$ cat src/design/isa_pkg.sv
package isa_pkg;

    // ----------------------------------------------------------
    // rv32 word and field widths
    // ----------------------------------------------------------

    localparam int WORD_LEN  = 32;
    localparam int SHAMT_LEN = 5;
    localparam int FUNC3_LEN = 3;

    // ----------------------------------------------------------
    // func3 encodings of the OP / OP-IMM groups
    // ----------------------------------------------------------

    // base group names
    typedef enum logic [FUNC3_LEN-1:0] {
        ADD = 3'd0,
        SL  = 3'd1,
        XOR = 3'd4,
        SR  = 3'd5,
        OR  = 3'd6,
        AND = 3'd7
    } func3_e;

    // M-extension reuses the same codes
    localparam func3_e DIVU = SR;
    localparam func3_e REM  = OR;
    localparam func3_e REMU = AND;

endpackage

$ cat src/design/exec_pkg.sv
package exec_pkg;

    // decoded operation handed from issue to execute
    typedef enum logic [3:0] {
        OP_ADD,
        OP_SUB,
        OP_SLL,
        OP_SRL,
        OP_SRA,
        OP_XOR,
        OP_OR,
        OP_AND,
        OP_DIVU,
        OP_REMU,
        // unsupported extension code, result is zero
        OP_ZERO
    } alu_op_e;

    // one quotient bit per step
    localparam int DIV_STEPS   = 32;
    localparam int DIV_CNT_LEN = $clog2(DIV_STEPS);

    typedef enum logic [1:0] {
        IDLE,
        RUN,
        FINISH
    } div_state_e;

endpackage

$ cat src/design/exec_if.sv
`timescale 1ns/1ps

interface exec_if;

    // held steady while issue_valid is high
    logic                         issue_valid;
    exec_pkg::alu_op_e            op;
    logic [isa_pkg::WORD_LEN-1:0] a;
    logic [isa_pkg::WORD_LEN-1:0] b;

    // one cycle, execute stage consumes the item
    logic                         issue_take;

    modport issue (
        output issue_valid,
        output op,
        output a,
        output b,
        input  issue_take
    );

    modport exec (
        input  issue_valid,
        input  op,
        input  a,
        input  b,
        output issue_take
    );

endinterface

$ cat src/design/op_issue.sv
`timescale 1ns/1ps

`default_nettype none

module op_issue (
    input  wire logic                         clk,
    input  wire logic                         rst,
    input  wire logic                         order,
    input  wire isa_pkg::func3_e              func3,
    input  wire logic                         mode_flag,
    input  wire logic                         imm_flag,
    input  wire logic                         extension_flag,
    input  wire logic [isa_pkg::WORD_LEN-1:0] rs1,
    input  wire logic [isa_pkg::WORD_LEN-1:0] rs2,
    output logic                              accepted,
    exec_if.issue                             link
);

    exec_pkg::alu_op_e dec_op;

    // register free, or emptied this cycle
    assign accepted = order && (!link.issue_valid || link.issue_take);

    // decode ------------------------------------------------------
    always_comb begin
        dec_op = exec_pkg::OP_ZERO;
        if (extension_flag) begin
            if (func3 == isa_pkg::DIVU)
                dec_op = exec_pkg::OP_DIVU;
            else if (func3 == isa_pkg::REMU)
                dec_op = exec_pkg::OP_REMU;
        end else begin
            case (func3)
                isa_pkg::ADD: dec_op = (mode_flag && !imm_flag) ? exec_pkg::OP_SUB
                                                                : exec_pkg::OP_ADD;
                isa_pkg::SL:  dec_op = exec_pkg::OP_SLL;
                isa_pkg::SR:  dec_op = mode_flag ? exec_pkg::OP_SRA : exec_pkg::OP_SRL;
                isa_pkg::XOR: dec_op = exec_pkg::OP_XOR;
                isa_pkg::OR:  dec_op = exec_pkg::OP_OR;
                isa_pkg::AND: dec_op = exec_pkg::OP_AND;
                default:      dec_op = exec_pkg::OP_ZERO;
            endcase
        end
    end

    // holding register ------------------------------------------
    always_ff @(posedge clk) begin
        if (rst)
            link.issue_valid <= 1'b0;
        else if (accepted)
            link.issue_valid <= 1'b1;
        else if (link.issue_take)
            link.issue_valid <= 1'b0;
    end

    always_ff @(posedge clk) begin
        if (accepted) begin
            link.op <= dec_op;
            link.a  <= rs1;
            link.b  <= rs2;
        end
    end

    // execute stage may only take a held item
    a_take_held: assert property (@(posedge clk) disable iff (rst)
        link.issue_take |-> link.issue_valid);

endmodule

`default_nettype wire

$ cat src/design/div_unsigned.sv
`timescale 1ns/1ps

`default_nettype none

module div_unsigned (
    input  wire logic                         clk,
    input  wire logic                         rst,
    input  wire logic                         start,
    input  wire logic [isa_pkg::WORD_LEN-1:0] dividend,
    input  wire logic [isa_pkg::WORD_LEN-1:0] divisor,
    input  wire logic                         want_rem,
    output logic                              done,
    output logic [isa_pkg::WORD_LEN-1:0]      result
);

    exec_pkg::div_state_e               state;
    logic [exec_pkg::DIV_CNT_LEN-1:0]   step;
    logic [isa_pkg::WORD_LEN-1:0]       rem;
    logic [isa_pkg::WORD_LEN-1:0]       quo;
    logic [isa_pkg::WORD_LEN-1:0]       dsor;
    logic                               rem_sel;
    logic [isa_pkg::WORD_LEN:0]         trial;
    logic [isa_pkg::WORD_LEN-1:0]       diff;
    logic                               fits;

    // one restoring step
    // quo doubles as the dividend shift register
    assign trial = {rem, quo[isa_pkg::WORD_LEN-1]};
    assign fits  = trial >= {1'b0, dsor};
    assign diff  = trial[isa_pkg::WORD_LEN-1:0] - dsor;

    // FSM --------------------------------------------------------
    always_ff @(posedge clk) begin
        if (rst) begin
            state <= exec_pkg::IDLE;
            step  <= '0;
        end else begin
            case (state)
                exec_pkg::IDLE: begin
                    if (start) begin
                        state <= exec_pkg::RUN;
                        step  <= '0;
                    end
                end
                exec_pkg::RUN: begin
                    step <= step + 1'b1;
                    if (step == exec_pkg::DIV_CNT_LEN'(exec_pkg::DIV_STEPS - 1))
                        state <= exec_pkg::FINISH;
                end
                default: state <= exec_pkg::IDLE;
            endcase
        end
    end

    // datapath
    always_ff @(posedge clk) begin
        if (state == exec_pkg::IDLE && start) begin
            rem     <= '0;
            quo     <= dividend;
            dsor    <= divisor;
            rem_sel <= want_rem;
        end else if (state == exec_pkg::RUN) begin
            quo <= {quo[isa_pkg::WORD_LEN-2:0], fits};
            // zero divisor always fits: all ones, rem ends as dividend
            if (fits)
                rem <= diff;
            else
                rem <= trial[isa_pkg::WORD_LEN-1:0];
        end
    end

    assign done   = state == exec_pkg::FINISH;
    assign result = rem_sel ? rem : quo;

    // caller has to respect the busy window
    a_start_idle: assert property (@(posedge clk) disable iff (rst)
        start |-> state == exec_pkg::IDLE);

endmodule

`default_nettype wire

$ cat src/design/alu.sv
`timescale 1ns/1ps

`default_nettype none

module alu (
    input  wire logic                    clk,
    input  wire logic                    rst,
    exec_if.exec                         link,
    output logic                         done,
    output logic [isa_pkg::WORD_LEN-1:0] rd
);

    logic                          busy;
    logic                          take;
    logic                          is_div;
    logic                          div_start;
    logic                          div_done;
    logic [isa_pkg::WORD_LEN-1:0]  div_result;
    logic                          internal_done;
    logic [isa_pkg::WORD_LEN-1:0]  internal_rd;
    logic [isa_pkg::SHAMT_LEN-1:0] shamt;
    logic [isa_pkg::WORD_LEN-1:0]  rd_buf;
    logic [isa_pkg::WORD_LEN-1:0]  next_rd;

    assign is_div = (link.op == exec_pkg::OP_DIVU) || (link.op == exec_pkg::OP_REMU);

    // nothing is taken while the divider owns the stage
    assign take           = link.issue_valid && !busy;
    assign link.issue_take = take;

    assign div_start     = take && is_div;
    assign internal_done = take && !is_div;

    // busy covers the FINISH cycle too
    always_ff @(posedge clk) begin
        if (rst)
            busy <= 1'b0;
        else if (div_start)
            busy <= 1'b1;
        else if (div_done)
            busy <= 1'b0;
    end

    // divu / remu ------------------------------------------------
    div_unsigned u_div (
        .clk      (clk),
        .rst      (rst),
        .start    (div_start),
        .dividend (link.a),
        .divisor  (link.b),
        .want_rem (link.op == exec_pkg::OP_REMU),
        .done     (div_done),
        .result   (div_result)
    );

    // single-cycle path ------------------------------------------
    assign shamt = link.b[isa_pkg::SHAMT_LEN-1:0];

    always_comb begin
        case (link.op)
            exec_pkg::OP_ADD: internal_rd = link.a + link.b;
            exec_pkg::OP_SUB: internal_rd = link.a - link.b;
            exec_pkg::OP_SLL: internal_rd = link.a << shamt;
            exec_pkg::OP_SRL: internal_rd = link.a >> shamt;
            exec_pkg::OP_SRA: internal_rd = $unsigned($signed(link.a) >>> shamt);
            exec_pkg::OP_XOR: internal_rd = link.a ^ link.b;
            exec_pkg::OP_OR:  internal_rd = link.a | link.b;
            exec_pkg::OP_AND: internal_rd = link.a & link.b;
            default:          internal_rd = '0;
        endcase
    end

    // result buffer -----------------------------------------------
    assign done = div_done || internal_done;

    assign next_rd = div_done      ? div_result  :
                     internal_done ? internal_rd : rd_buf;

    always_ff @(posedge clk) begin
        if (rst)
            rd_buf <= '0;
        else
            rd_buf <= next_rd;
    end

    // new value already visible in the done cycle
    assign rd = next_rd;

    a_div_after_take: assert property (@(posedge clk) disable iff (rst)
        div_done |-> $past(div_start, exec_pkg::DIV_STEPS + 1));

    // busy window matches the divider FSM
    a_busy_div: assert property (@(posedge clk) disable iff (rst)
        busy == (u_div.state != exec_pkg::IDLE));

endmodule

`default_nettype wire

$ cat src/design/exec_unit.sv
`timescale 1ns/1ps

`default_nettype none

module exec_unit (
    input  wire logic                         clk,
    input  wire logic                         rst,
    input  wire logic                         order,
    input  wire isa_pkg::func3_e              func3,
    input  wire logic                         mode_flag,
    input  wire logic                         imm_flag,
    input  wire logic                         extension_flag,
    input  wire logic [isa_pkg::WORD_LEN-1:0] rs1,
    input  wire logic [isa_pkg::WORD_LEN-1:0] rs2,
    output logic                              accepted,
    output logic                              done,
    output logic [isa_pkg::WORD_LEN-1:0]      rd
);

    // issue -> execute link
    exec_if link ();

    op_issue u_issue (
        .clk            (clk),
        .rst            (rst),
        .order          (order),
        .func3          (func3),
        .mode_flag      (mode_flag),
        .imm_flag       (imm_flag),
        .extension_flag (extension_flag),
        .rs1            (rs1),
        .rs2            (rs2),
        .accepted       (accepted),
        .link           (link.issue)
    );

    alu u_alu (
        .clk  (clk),
        .rst  (rst),
        .link (link.exec),
        .done (done),
        .rd   (rd)
    );

endmodule

`default_nettype wire

$ cat config.mk
export PLATFORM = sky130hd
export DESIGN_NAME = exec_unit
export DESIGN_NICKNAME = d
export VERILOG_FILES = /design/src/design/isa_pkg.sv /design/src/design/exec_pkg.sv /design/src/design/exec_if.sv /design/src/design/op_issue.sv /design/src/design/div_unsigned.sv /design/src/design/alu.sv /design/src/design/exec_unit.sv
export SDC_FILE = /design/constraint.sdc
export NUM_CORES = 1
export LEC_CHECK = 0
export BUFFER_PORTS_ARGS = -buffer_cell sky130_fd_sc_hd__clkbuf_2
export CORE_ASPECT_RATIO = 0.6
export CORE_MARGIN = 8
export CORE_UTILIZATION = 57
export DETAILED_ROUTE_END_ITERATION = 10
export HOLD_SLACK_MARGIN = 0.08
export PLACE_DENSITY_LB_ADDON = 0.08
export SLEW_MARGIN = 15
export SYNTH_ARGS = -nofsm -noshare
export SYNTH_HDL_FRONTEND = slang
export SYNTH_HIERARCHICAL = 1
export SYNTH_SLANG_ARGS = --single-unit
$ cat constraint.sdc
create_clock -name clk -period 6.2 [get_ports clk]
set_input_delay 0.31 -clock clk [delete_from_list [all_inputs] [get_ports clk]]
set_output_delay 0.31 -clock clk [all_outputs]
set_load 0.05 [all_outputs]
======== Word-level counts from Yosys, hierarchy flattened ========
Cells that the tools add are included.
storage, ports and cells
  flip-flop bits (word level) ............. 206
  latch bits .............................. 0
  bits in writable memories ............... 0
  bits in read-only memories .............. 0
  bits of input ports ..................... 73
  output and inout port bits .............. 34
  word-level logic and storage cells ...... 86
  memories kept ........................... 0
operators by class
  add/sub/neg operators ................... 4
  multiply operators ...................... 0
  div/mod/pow operators ................... 0
  order comparisons ....................... 1
  eq/ne operators ......................... 19
  shift operators ......................... 3
  muxes and demuxes ....................... 22
  bitwise logic cells ..................... 3
  reduce and logical (&&, ||, !) cells .... 22
operators by type and width
  kind                                            count
  case mux 32 bit (8 select lines)                1
  two-way mux 32 bit                              6
  subtractor 32 bit                               2
  >= comparator 33 x 32 -> 1 bit                  1
  adder 32 bit                                    1
  AND 32 bit                                      1
  OR 32 bit                                       1
  << shifter 32 x 5 -> 32 bit                     1
  right shift 32 x 5 -> 32 bit                    1
  >>> shifter 32 x 5 -> 32 bit                    1
  bitwise XOR 32 bit                              1
  case mux 4 bit (6 select lines)                 1
  == test 4 x 3 -> 1 bit (second input constant)  4
  == test 3 bit (second input constant)           4
  case mux 5 bit (2 select lines)                 1
  == test 4 x 2 -> 1 bit (second input constant)  2
  == test 4 bit (second input constant)           2
  two-way mux 4 bit                               2
  nonzero test 2 bit                              4
  logical AND 1 bit                               6
  two-way mux 2 bit                               3
  adder 5 x 1 -> 5 bit (second input constant)    1
  == test 5 bit (second input constant)           1
  two-way mux 1 bit                               5
  other kinds (14)                                21

======== Depth between registers and ports, before layout ========
Gate-level depths: netlist (run 1).
  depth in word-level cells ............... 6
  depth in mapped cells ................... 23
  mapped depth without buffers ............ 18

======== By module ========
Netlist (run 1), hierarchy kept.
by module, submodules not included
  module        instances  cells each  area an instance (µm²)  sequential area each (µm²)
  alu           1          1443        10767.8                 660.6
  div_unsigned  1          714         6560.0                  2732.6
  op_issue      1          86          2153.3                  2062.0

======== Worst setup path after synthesis (run 1) ========
Ideal clock, no wire load.
  path kind ............................... register to register
  from .................................... register u_alu.busy
  to ...................................... register u_issue.link.a[0] (enable)
  library setup time ...................... 0.651 ns
  data arrival time ....................... 6.570 ns
  data required time ...................... 5.549 ns
  setup slack ............................. -1.021 ns
  stages on the path, launching flop included .. 5
  buffers on the path ..................... 0
  clock period less this slack ............ 7.221 ns
  path through ............................ dfxtp_1 nand2b_1 inv_2 inv_1 a21boi_0
between the ends
  word-level cells in the longest chain between the ends .. 4
ends and longest elaborated chain
  item                       line             source
  from (decl)                alu.sv:13        logic busy;
  from (signal assigned)     alu.sv:37        busy <= 1'b0;
  from (signal assigned)     alu.sv:39        busy <= 1'b1;
  from (signal assigned)     alu.sv:41        busy <= 1'b0;
  zero test 1 bit            alu.sv:28        assign take = link.issue_valid && !busy;
  logical AND 1 bit          alu.sv:28
  named net link.issue_take  exec_if.sv:12    logic issue_take;
  logical OR 1 bit           op_issue.sv:22   assign accepted = order && (!link.issue_valid || link.issue_take);
  logical AND 1 bit          op_issue.sv:22
  named net accepted         exec_unit.sv:15  output logic accepted,
  to (signal assigned)       op_issue.sv:59   link.a <= rs1;
  to (decl)                  exec_if.sv:17    output a,
The timed path passes the listed nets, and every way through them passes these cells.
A chain may end at the register's enable or synchronous reset.

======== Worst setup path after layout (run 1) ========
  from .................................... register u_issue.link.b[2]
  to ...................................... output rd[31] (netlist bit)
between the ends
  word-level cells in the longest chain between the ends .. 4
  elaborated cells between the ends (all ways) .. 8
  classes of those cells .................. add/sub (2); shift (3); mux (3)
ends and longest elaborated chain
  item                                       line             source
  from (decl)                                exec_if.sv:18    output b,
  from (signal assigned)                     op_issue.sv:60   link.b <= rs2;
  subtractor 32 bit (tied with other cells)  alu.sv:62        exec_pkg::OP_SUB: internal_rd = link.a - link.b;
  case mux 32 bit (8 select lines) (*)       alu.sv:60        case (link.op)
  two-way mux 32 bit (*)                     alu.sv:77        internal_done ? internal_rd : rd_buf;
  two-way mux 32 bit (*)                     alu.sv:76        assign next_rd = div_done ? div_result :
  to (decl)                                  exec_unit.sv:17  output logic [isa_pkg::WORD_LEN-1:0] rd
Every way passes the cells marked *; elsewhere a longest branch is shown, timed or not.

==> results of run 1 <==
==> report_power, final <==
group	internal, uW	switching (uW)
logic	727	1210
clock network	773	666
registers	1570	165
total	3070	2040
==> layer usage <==
metal | vias to the layer above | track usage | share of wire
met5 | - | 0 | 0.00068
met4 | 8 | 0.119 | 0.037
met3 | 258 | 0.172 | 0.18
met2 | 1973 | 0.557 | 0.39
met1 | 9807 | 0.568 | 0.39
li1 | 8527 | - | -
==> area by class of cell <==
cell class / instances / area [um2] / area share
diodes: 2 / 5.00 / 0.000231
clock buffers: 29 / 628 / 0.0289
clock inverters: 13 / 124 / 0.00571
inverters: 144 / 542 / 0.0250
multi-input cells: 1734 / 12800 / 0.589
flip-flops and latches: 206 / 5460 / 0.251
well taps: 459 / 574 / 0.0265
repair buffers: 226 / 1590 / 0.0735
==> worst max-delay path: cells and delay by family, from the launching register on <==
family	cells	cell delay [ns]
fa+ha+maj	1	0.46
simple gates	10	2.80
compound gates	4	0.95
xor+xnor	1	0.10
flops	1	0.44
buf+inv	1	0.30
==> cells in the final DEF (no fill, tap or decap), drive strengths merged, types with 37 or more instances in the layout <==
cell | netlist | final
ha | 131 | 131
clkbuf | 94 | 135
nand3 | 44 | 44
mux2 | 46 | 46
edfxtp | 133 | 133
o211ai | 37 | 37
nand4 | 40 | 40
inv | 142 | 147
dfxtp | 73 | 73
nor2 | 185 | 185
xnor2 | 51 | 51
dlygate4sd3 | 0 | 65
mux2i | 74 | 74
nand2 | 284 | 284
buf | 65 | 55
mux4 | 68 | 68
o21ai | 106 | 106
a21o | 42 | 42
a21oi | 146 | 146
==> sequential cells by signal, indices dropped and copies added, names as in the netlist <==
signal and count:
u_alu/u_div/dsor 32, u_alu/u_div/rem 32, u_issue/link.op 4, u_alu/u_div/step 5, u_alu/rd_buf 32, u_alu/u_div/quo 32, u_alu/u_div/rem_sel 1, u_issue/link.b 32
u_alu/busy 1, u_alu/u_div/state 2, u_issue/link.issue_valid 1, u_issue/link.a 32
==> worst paths after layout <==
path	start	to	slack, ns	cells after the start
worst max register to register	u_issue/link.op[2]$_SDFFCE_PP0P_	u_alu/rd_buf[26]$_SDFF_PP0_	1.34	14
worst max-delay path	u_issue/link.b[2]$_DFFE_PP_	rd[31]	0.29	17
worst min-delay path	func3[0]	u_issue/link.op[0]$_DFFE_PP_	0.20	3
worst min register to register	u_alu/busy$_SDFFE_PP0P_	u_alu/busy$_SDFFE_PP0P_	0.46	2
==> through the flow <==
stage	instances	hold slack [ns]	setup WS (ns)	util
3_3_place_gp	2704	0.441	1.17	0.602
5_1_grt	2811	0.212	0.0139	0.644
4_1_cts	2811	0.187	0.434	0.644
3_5_place_dp	2704	0.451	1.03	0.602
2_1_floorplan	2243	0.379	1.01	-
6_report	2813	0.205	0.291	0.644
==> cells by family (layout without fill, tap and decap cells) <==
logic type	Yosys count	count (layout)	share of synthesized area
muxes	188	188	0.143
AOI/OAI and AO/OA	610	610	0.215
xor gates and xnor gates	69	69	0.0310
and+or+nand+nor	734	734	0.179
adders and majority gates	133	133	0.0862
other	0	2	0
DFF	206	206	0.280
buffers and inverters	303	412	0.0658
==> what timing repair did <==
item | 4_1_cts | 5_1_grt
hold buffers | 65 | 0
setup endpoints to repair | 0 | 1
gates resized for setup | 0 | 1
hold endpoints to repair | 65 | 0
==> qor.txt, run 1 <==
run status -> finished clean
Max stage delay on crit path -> 0.47 ns
RSZ-0062 raised after global routing -> false
Reg clk slew, reported paths -> 0.08 ns
Synth Net Count -> 2449
CTS Buf Count -> 23
Final GP Congestion -> 1.13
DR pass1 iterations -> 6
Final Max Tran Viols -> 0
core area -> 0.0337 mm2
Ports -> 107
clock skew -> 0.0183 ns
post-synthesis instance area -> 0.0195 mm2
top cell type's share of synthesized area -> 0.205
top-count cell post-synth -> nand2_1
critical path class -> flop to output pin
die width -> 255 um
CTS sink cnt -> 206
H-Tree Depth -> 1
PD cells -> 235 mW/mm2
slowest CP cell -> nor4_4
top cell type by total area after synthesis -> edfxtp_1
static leakage -> 0.00908 uW
Initial Util -> 0.578
CP dominant cell by count -> nand2_1
crit-path cells -> nor4_4 > nand2_1 > nor3b_1 > nand2_1 > nor2_1 > nand2_1 > o21ai_0 > xnor2_1 > ha_1 > nand4_1 > or2_2 > or3_1 > a211oi_1 > o21ai_0 > a211o_1 > nand2_1 > clkbuf_2
CP arrival -> 5.60 ns
Yosys reg bits -> 206
placed cell area -> 0.0203 mm2
setup TNS -> 0 ns
first-pass GRT wire length -> 125 mm
sequential element share of the synthesized area -> 0.280
Period minus WS final -> 5.91 ns
Total Power -> 5110 uW
FFs w/ async S/R, synth -> 0
die height -> 159 um
gr ovfl total -> 0
Syn Area/Cell -> 8.69 um2
root buffer cell -> clkbuf_16
Max Cap Viol -> 0
FMAX -> 169 MHz
CP endpoint kind -> output pin
hpwl dp -> 62.8 mm
final hold vios -> 0
post-DR wirelength/cell -> 30.5 um
final wirelength -> 85.7 mm
CTS tree -> done
via/cell ratio -> 7.31
fin crit share -> 0.953
DRT iter0 DRCs -> 3604
CP Max Fanout -> 9
Die ar. -> 0.0405 mm2
drc violations -> 0
YS warnings -> 6
slew margin rel. -> 0.104
top cells by count, synth -> 284 x nand2_1, 183 x nor2_1, 142 x a21oi_1, 136 x inv_1, 133 x edfxtp_1
CTS max path bufs -> 3
number of global-route vias before repair -> 19100
top post-synthesis cells by area -> edfxtp_1 21%, ha_1 8.4%, mux4_2 7.9%
dominant synthesized flop cell -> edfxtp_1
total global-route track usage -> 0.405
initial antenna violation count -> 5
fill count -> 2723
final setup fails -> 0
fin area -> 0.0217 mm2
Final ANT Viol Nets -> 0
Worst Tran Pin Value -> 1.33 ns
Setup Buffers After CTS -> 0
DR vias -> 20600
EDFF count, synth -> 133
Distinct cells, synth -> 104
VDD IR-drop max -> 271 uV
largest net degree at the start of global routing -> 66
Setup crit start kind -> flop
worst min-delay path class -> primary input to flop
# rows -> 52
Req. time, crit path -> 5.89 ns
cell count after synthesis -> 2243
area grow syn2layout -> 11.4%
port bufs -> 106
nets -> 2541
layout cell share with drive strength beyond 1 -> 0.158
Clock Latency Late Sink -> 0.56 ns
(Power assumes the default switching activity.)
==> inputs of run 2 (changes only) <==
Settings changed: CORE_ASPECT_RATIO 0.6 to 0.8, SETUP_SLACK_MARGIN set to 0.5.
Clock period 6.2 ns to 4.8 ns, I/O delays scaled along.
==> run 2 against run 1 <==
Effect of this change: count of clock-buffer cells in the layout increased by 5; largest power group unchanged; cell area is 10% higher; die area is 0.39% lower; clock power up 33%; sequential share of layout area down 2.4 points; via count is 1.2% higher.
==> qor.txt, run 2 (same netlist as run 1, synthesis figures left out) <==
post-DR wirelength/cell -> 29.4 um
final hold vios -> 0
nets -> 2651
fin crit share -> 0.993
Crit path max-delay family -> simple AND/OR/NAND/NOR gates
most common cell after layout, fill and taps aside -> nand2_1
gr ovfl total -> 0
Req. time, crit path -> 4.56 ns
DRT iter0 DRCs -> 3289
hpwl dp -> 59.7 mm
worst min-delay path class -> primary input to flop
static leakage -> 0.0100 uW
Final Max Tran Viols -> 0
PnR worst setup slack -> 0.0335 ns
DR pass1 iterations -> 8
initial antenna violation count -> 3
total global-route track usage -> 0.398
slew margin rel. -> 0.198
final setup fails -> 0
CTS sink cnt -> 206
Total Power -> 6930 uW
die width -> 223 um
CP endpoint kind -> output pin
via/cell ratio -> 7.18
root buffer cell -> clkbuf_16
CTS max path bufs -> 3
Final GP Congestion -> 1.06
Reg area -> 0.00546 mm2
CP arrival -> 4.53 ns
Initial Util -> 0.579
CP bufs+invs -> 3
area grow syn2layout -> 23.1%
layout cell share with drive strength beyond 1 -> 0.246
fill count -> 2494
port bufs -> 106
Reg2Reg Setup Slack -> 0.80 ns
Hold EP -> u_issue/link.op[3]$_SDFFCE_PP1P_
clock skew -> 0.0166 ns
Ports -> 107
Hold Startpoint -> func3[2]
drc violations -> 0
largest net degree at the start of global routing -> 66
number of global-route vias before repair -> 19800
die height -> 181 um
Setup WS pre-CTS -> 0.241 ns
reg2reg start -> u_issue/link.b[4]$_DFFE_PP_
Clock Latency Late Sink -> 0.56 ns
Final ANT Viol Nets -> 0
RSZ-0062 raised after global routing -> true
PD cells -> 289 mW/mm2
CTS tree -> done
Reg clk slew, reported paths -> 0.06 ns
Max stage delay on crit path -> 0.43 ns
crit-path cells -> nor4_4 > buf_4 > buf_4 > nand4_4 > or2_4 > o21ai_2 > xnor2_1 > ha_2 > a21o_1 > o21bai_4 > a41oi_1 > o21ai_1 > a221oi_2 > nor4_1 > or3_1 > buf_8
placed cell area -> 0.0210 mm2
final wirelength -> 85.2 mm
Setup crit start kind -> flop
Die ar. -> 0.0404 mm2
reg2reg end -> u_alu/rd_buf[31]$_SDFF_PP0_
Period minus WS final -> 4.77 ns
worst hold path cell count -> 2
CP dominant cell by count -> buf_4
# rows -> 60
DR vias -> 20800
FMAX -> 210 MHz
Worst Tran Pin Value -> 1.20 ns
critical path class -> flop to output pin
fin area -> 0.0240 mm2
footprint of the multi-input gates -> 0.0137 mm2
H-Tree Depth -> 1
slowest CP cell -> edfxtp_1
core area -> 0.0336 mm2
run status -> finished clean
most frequent cells in the layout -> 266 x nand2_1, 170 x nor2_1, 144 x buf_4
VDD IR-drop max -> 274 uV
CTS Buf Count -> 24
Max Cap Viol -> 0
Reg2Reg Depth -> 18
CP Max Fanout -> 5
first-pass GRT wire length -> 124 mm
-- run 2: cell types whose count changed in the layout (fill, tap and decap cells not counted), sizes merged --
| cell | change |
|---|---|
| dlygate4sd3 | +3 |
| bufbuf | +2 |
| inv | -3 |
| clkbuf | -23 |
| buf | +132 |
-- run 2: cell type report --
| cell class | instances | area share |
|---|---|---|
| multi-input cells | 1734 | 0.570 |
| diodes | 2 | 0.000209 |
| clock buffers | 34 | 0.0296 |
| flip-flops and latches | 206 | 0.228 |
| repair buffers | 335 | 0.124 |
| clock inverters | 10 | 0.00360 |
| well taps | 434 | 0.0226 |
| inverters | 144 | 0.0231 |
-- run 2: worst max-delay path by stage --
stage / cells after the start / to / from / slack, ns
4_1_cts: 16 / rd[31] / u_issue/link.b[4]$_DFFE_PP_ / 0.14
3_3_place_gp: 16 / rd[31] / u_issue/link.b[2]$_DFFE_PP_ / 0.29
2_1_floorplan: 18 / u_alu/rd_buf[16]$_SDFF_PP0_ / u_issue/link.b[0]$_DFFE_PP_ / 0.48
6_report: 16 / rd[28] / u_issue/link.b[4]$_DFFE_PP_ / 0.03
5_1_grt: 19 / rd[29] / u_issue/link.b[3]$_DFFE_PP_ / -0.07
3_5_place_dp: 16 / rd[31] / u_issue/link.b[2]$_DFFE_PP_ / 0.24
-- run 2: power breakdown --
part | internal (uW) | total, uW | switching, uW
clock | 1090 | 1920 | 829
combinational | 1120 | 2770 | 1650
sequential | 2030 | 2240 | 207
total | 4240 | 6930 | 2690
-- run 2: through the flow --
step | TNS (ns) | cells | hold WS, ns | util
global route | -0.238 | 2897 | 0.108 | 0.713
floorplan | 0 | 2243 | 0.309 | -
CTS | 0 | 2869 | 0.0855 | 0.692
detailed placement | 0 | 2712 | 0.419 | 0.623
finish | 0 | 2899 | 0.0846 | 0.713
global placement | 0 | 2712 | 0.416 | 0.623
-- run 2: worst reg2reg max path, cell delays in order (launching register included) --
cell	delay (ns)
edfxtp_1	0.43
nor4_4	0.29
buf_4	0.18
nand2_4	0.06
nor3b_4	0.20
nand2_2	0.14
nor2_4	0.19
nand2_4	0.11
o21ai_4	0.18
xnor2_2	0.11
ha_4	0.29
nand4_1	0.18
or2_4	0.27
or3_1	0.36
a211oi_2	0.22
o21ai_1	0.08
a211o_1	0.37
buf_4	0.16
a21oi_2	0.12
-- run 2: routing by layer --
| layer | wire length [um] | vias to the layer above | track usage |
|---|---|---|---|
| met5 | 41 | - | 0 |
| met4 | 5000 | 2 | 0.179 |
| met3 | 13000 | 369 | 0.140 |
| met2 | 35000 | 1853 | 0.581 |
| met1 | 32200 | 9858 | 0.526 |
| li1 | - | 8747 | - |
-- run 2: what timing repair did --
| action | CTS | global route |
|---|---|---|
| setup endpoints to repair | 30 | 26 |
| gates cloned | 2 | 0 |
| hold buffers | 68 | 0 |
| setup buffers | 43 | 28 |
| pin swaps | 43 | 58 |
| endpoints found under the hold margin | 69 | 0 |
| gates resized for setup | 106 | 108 |
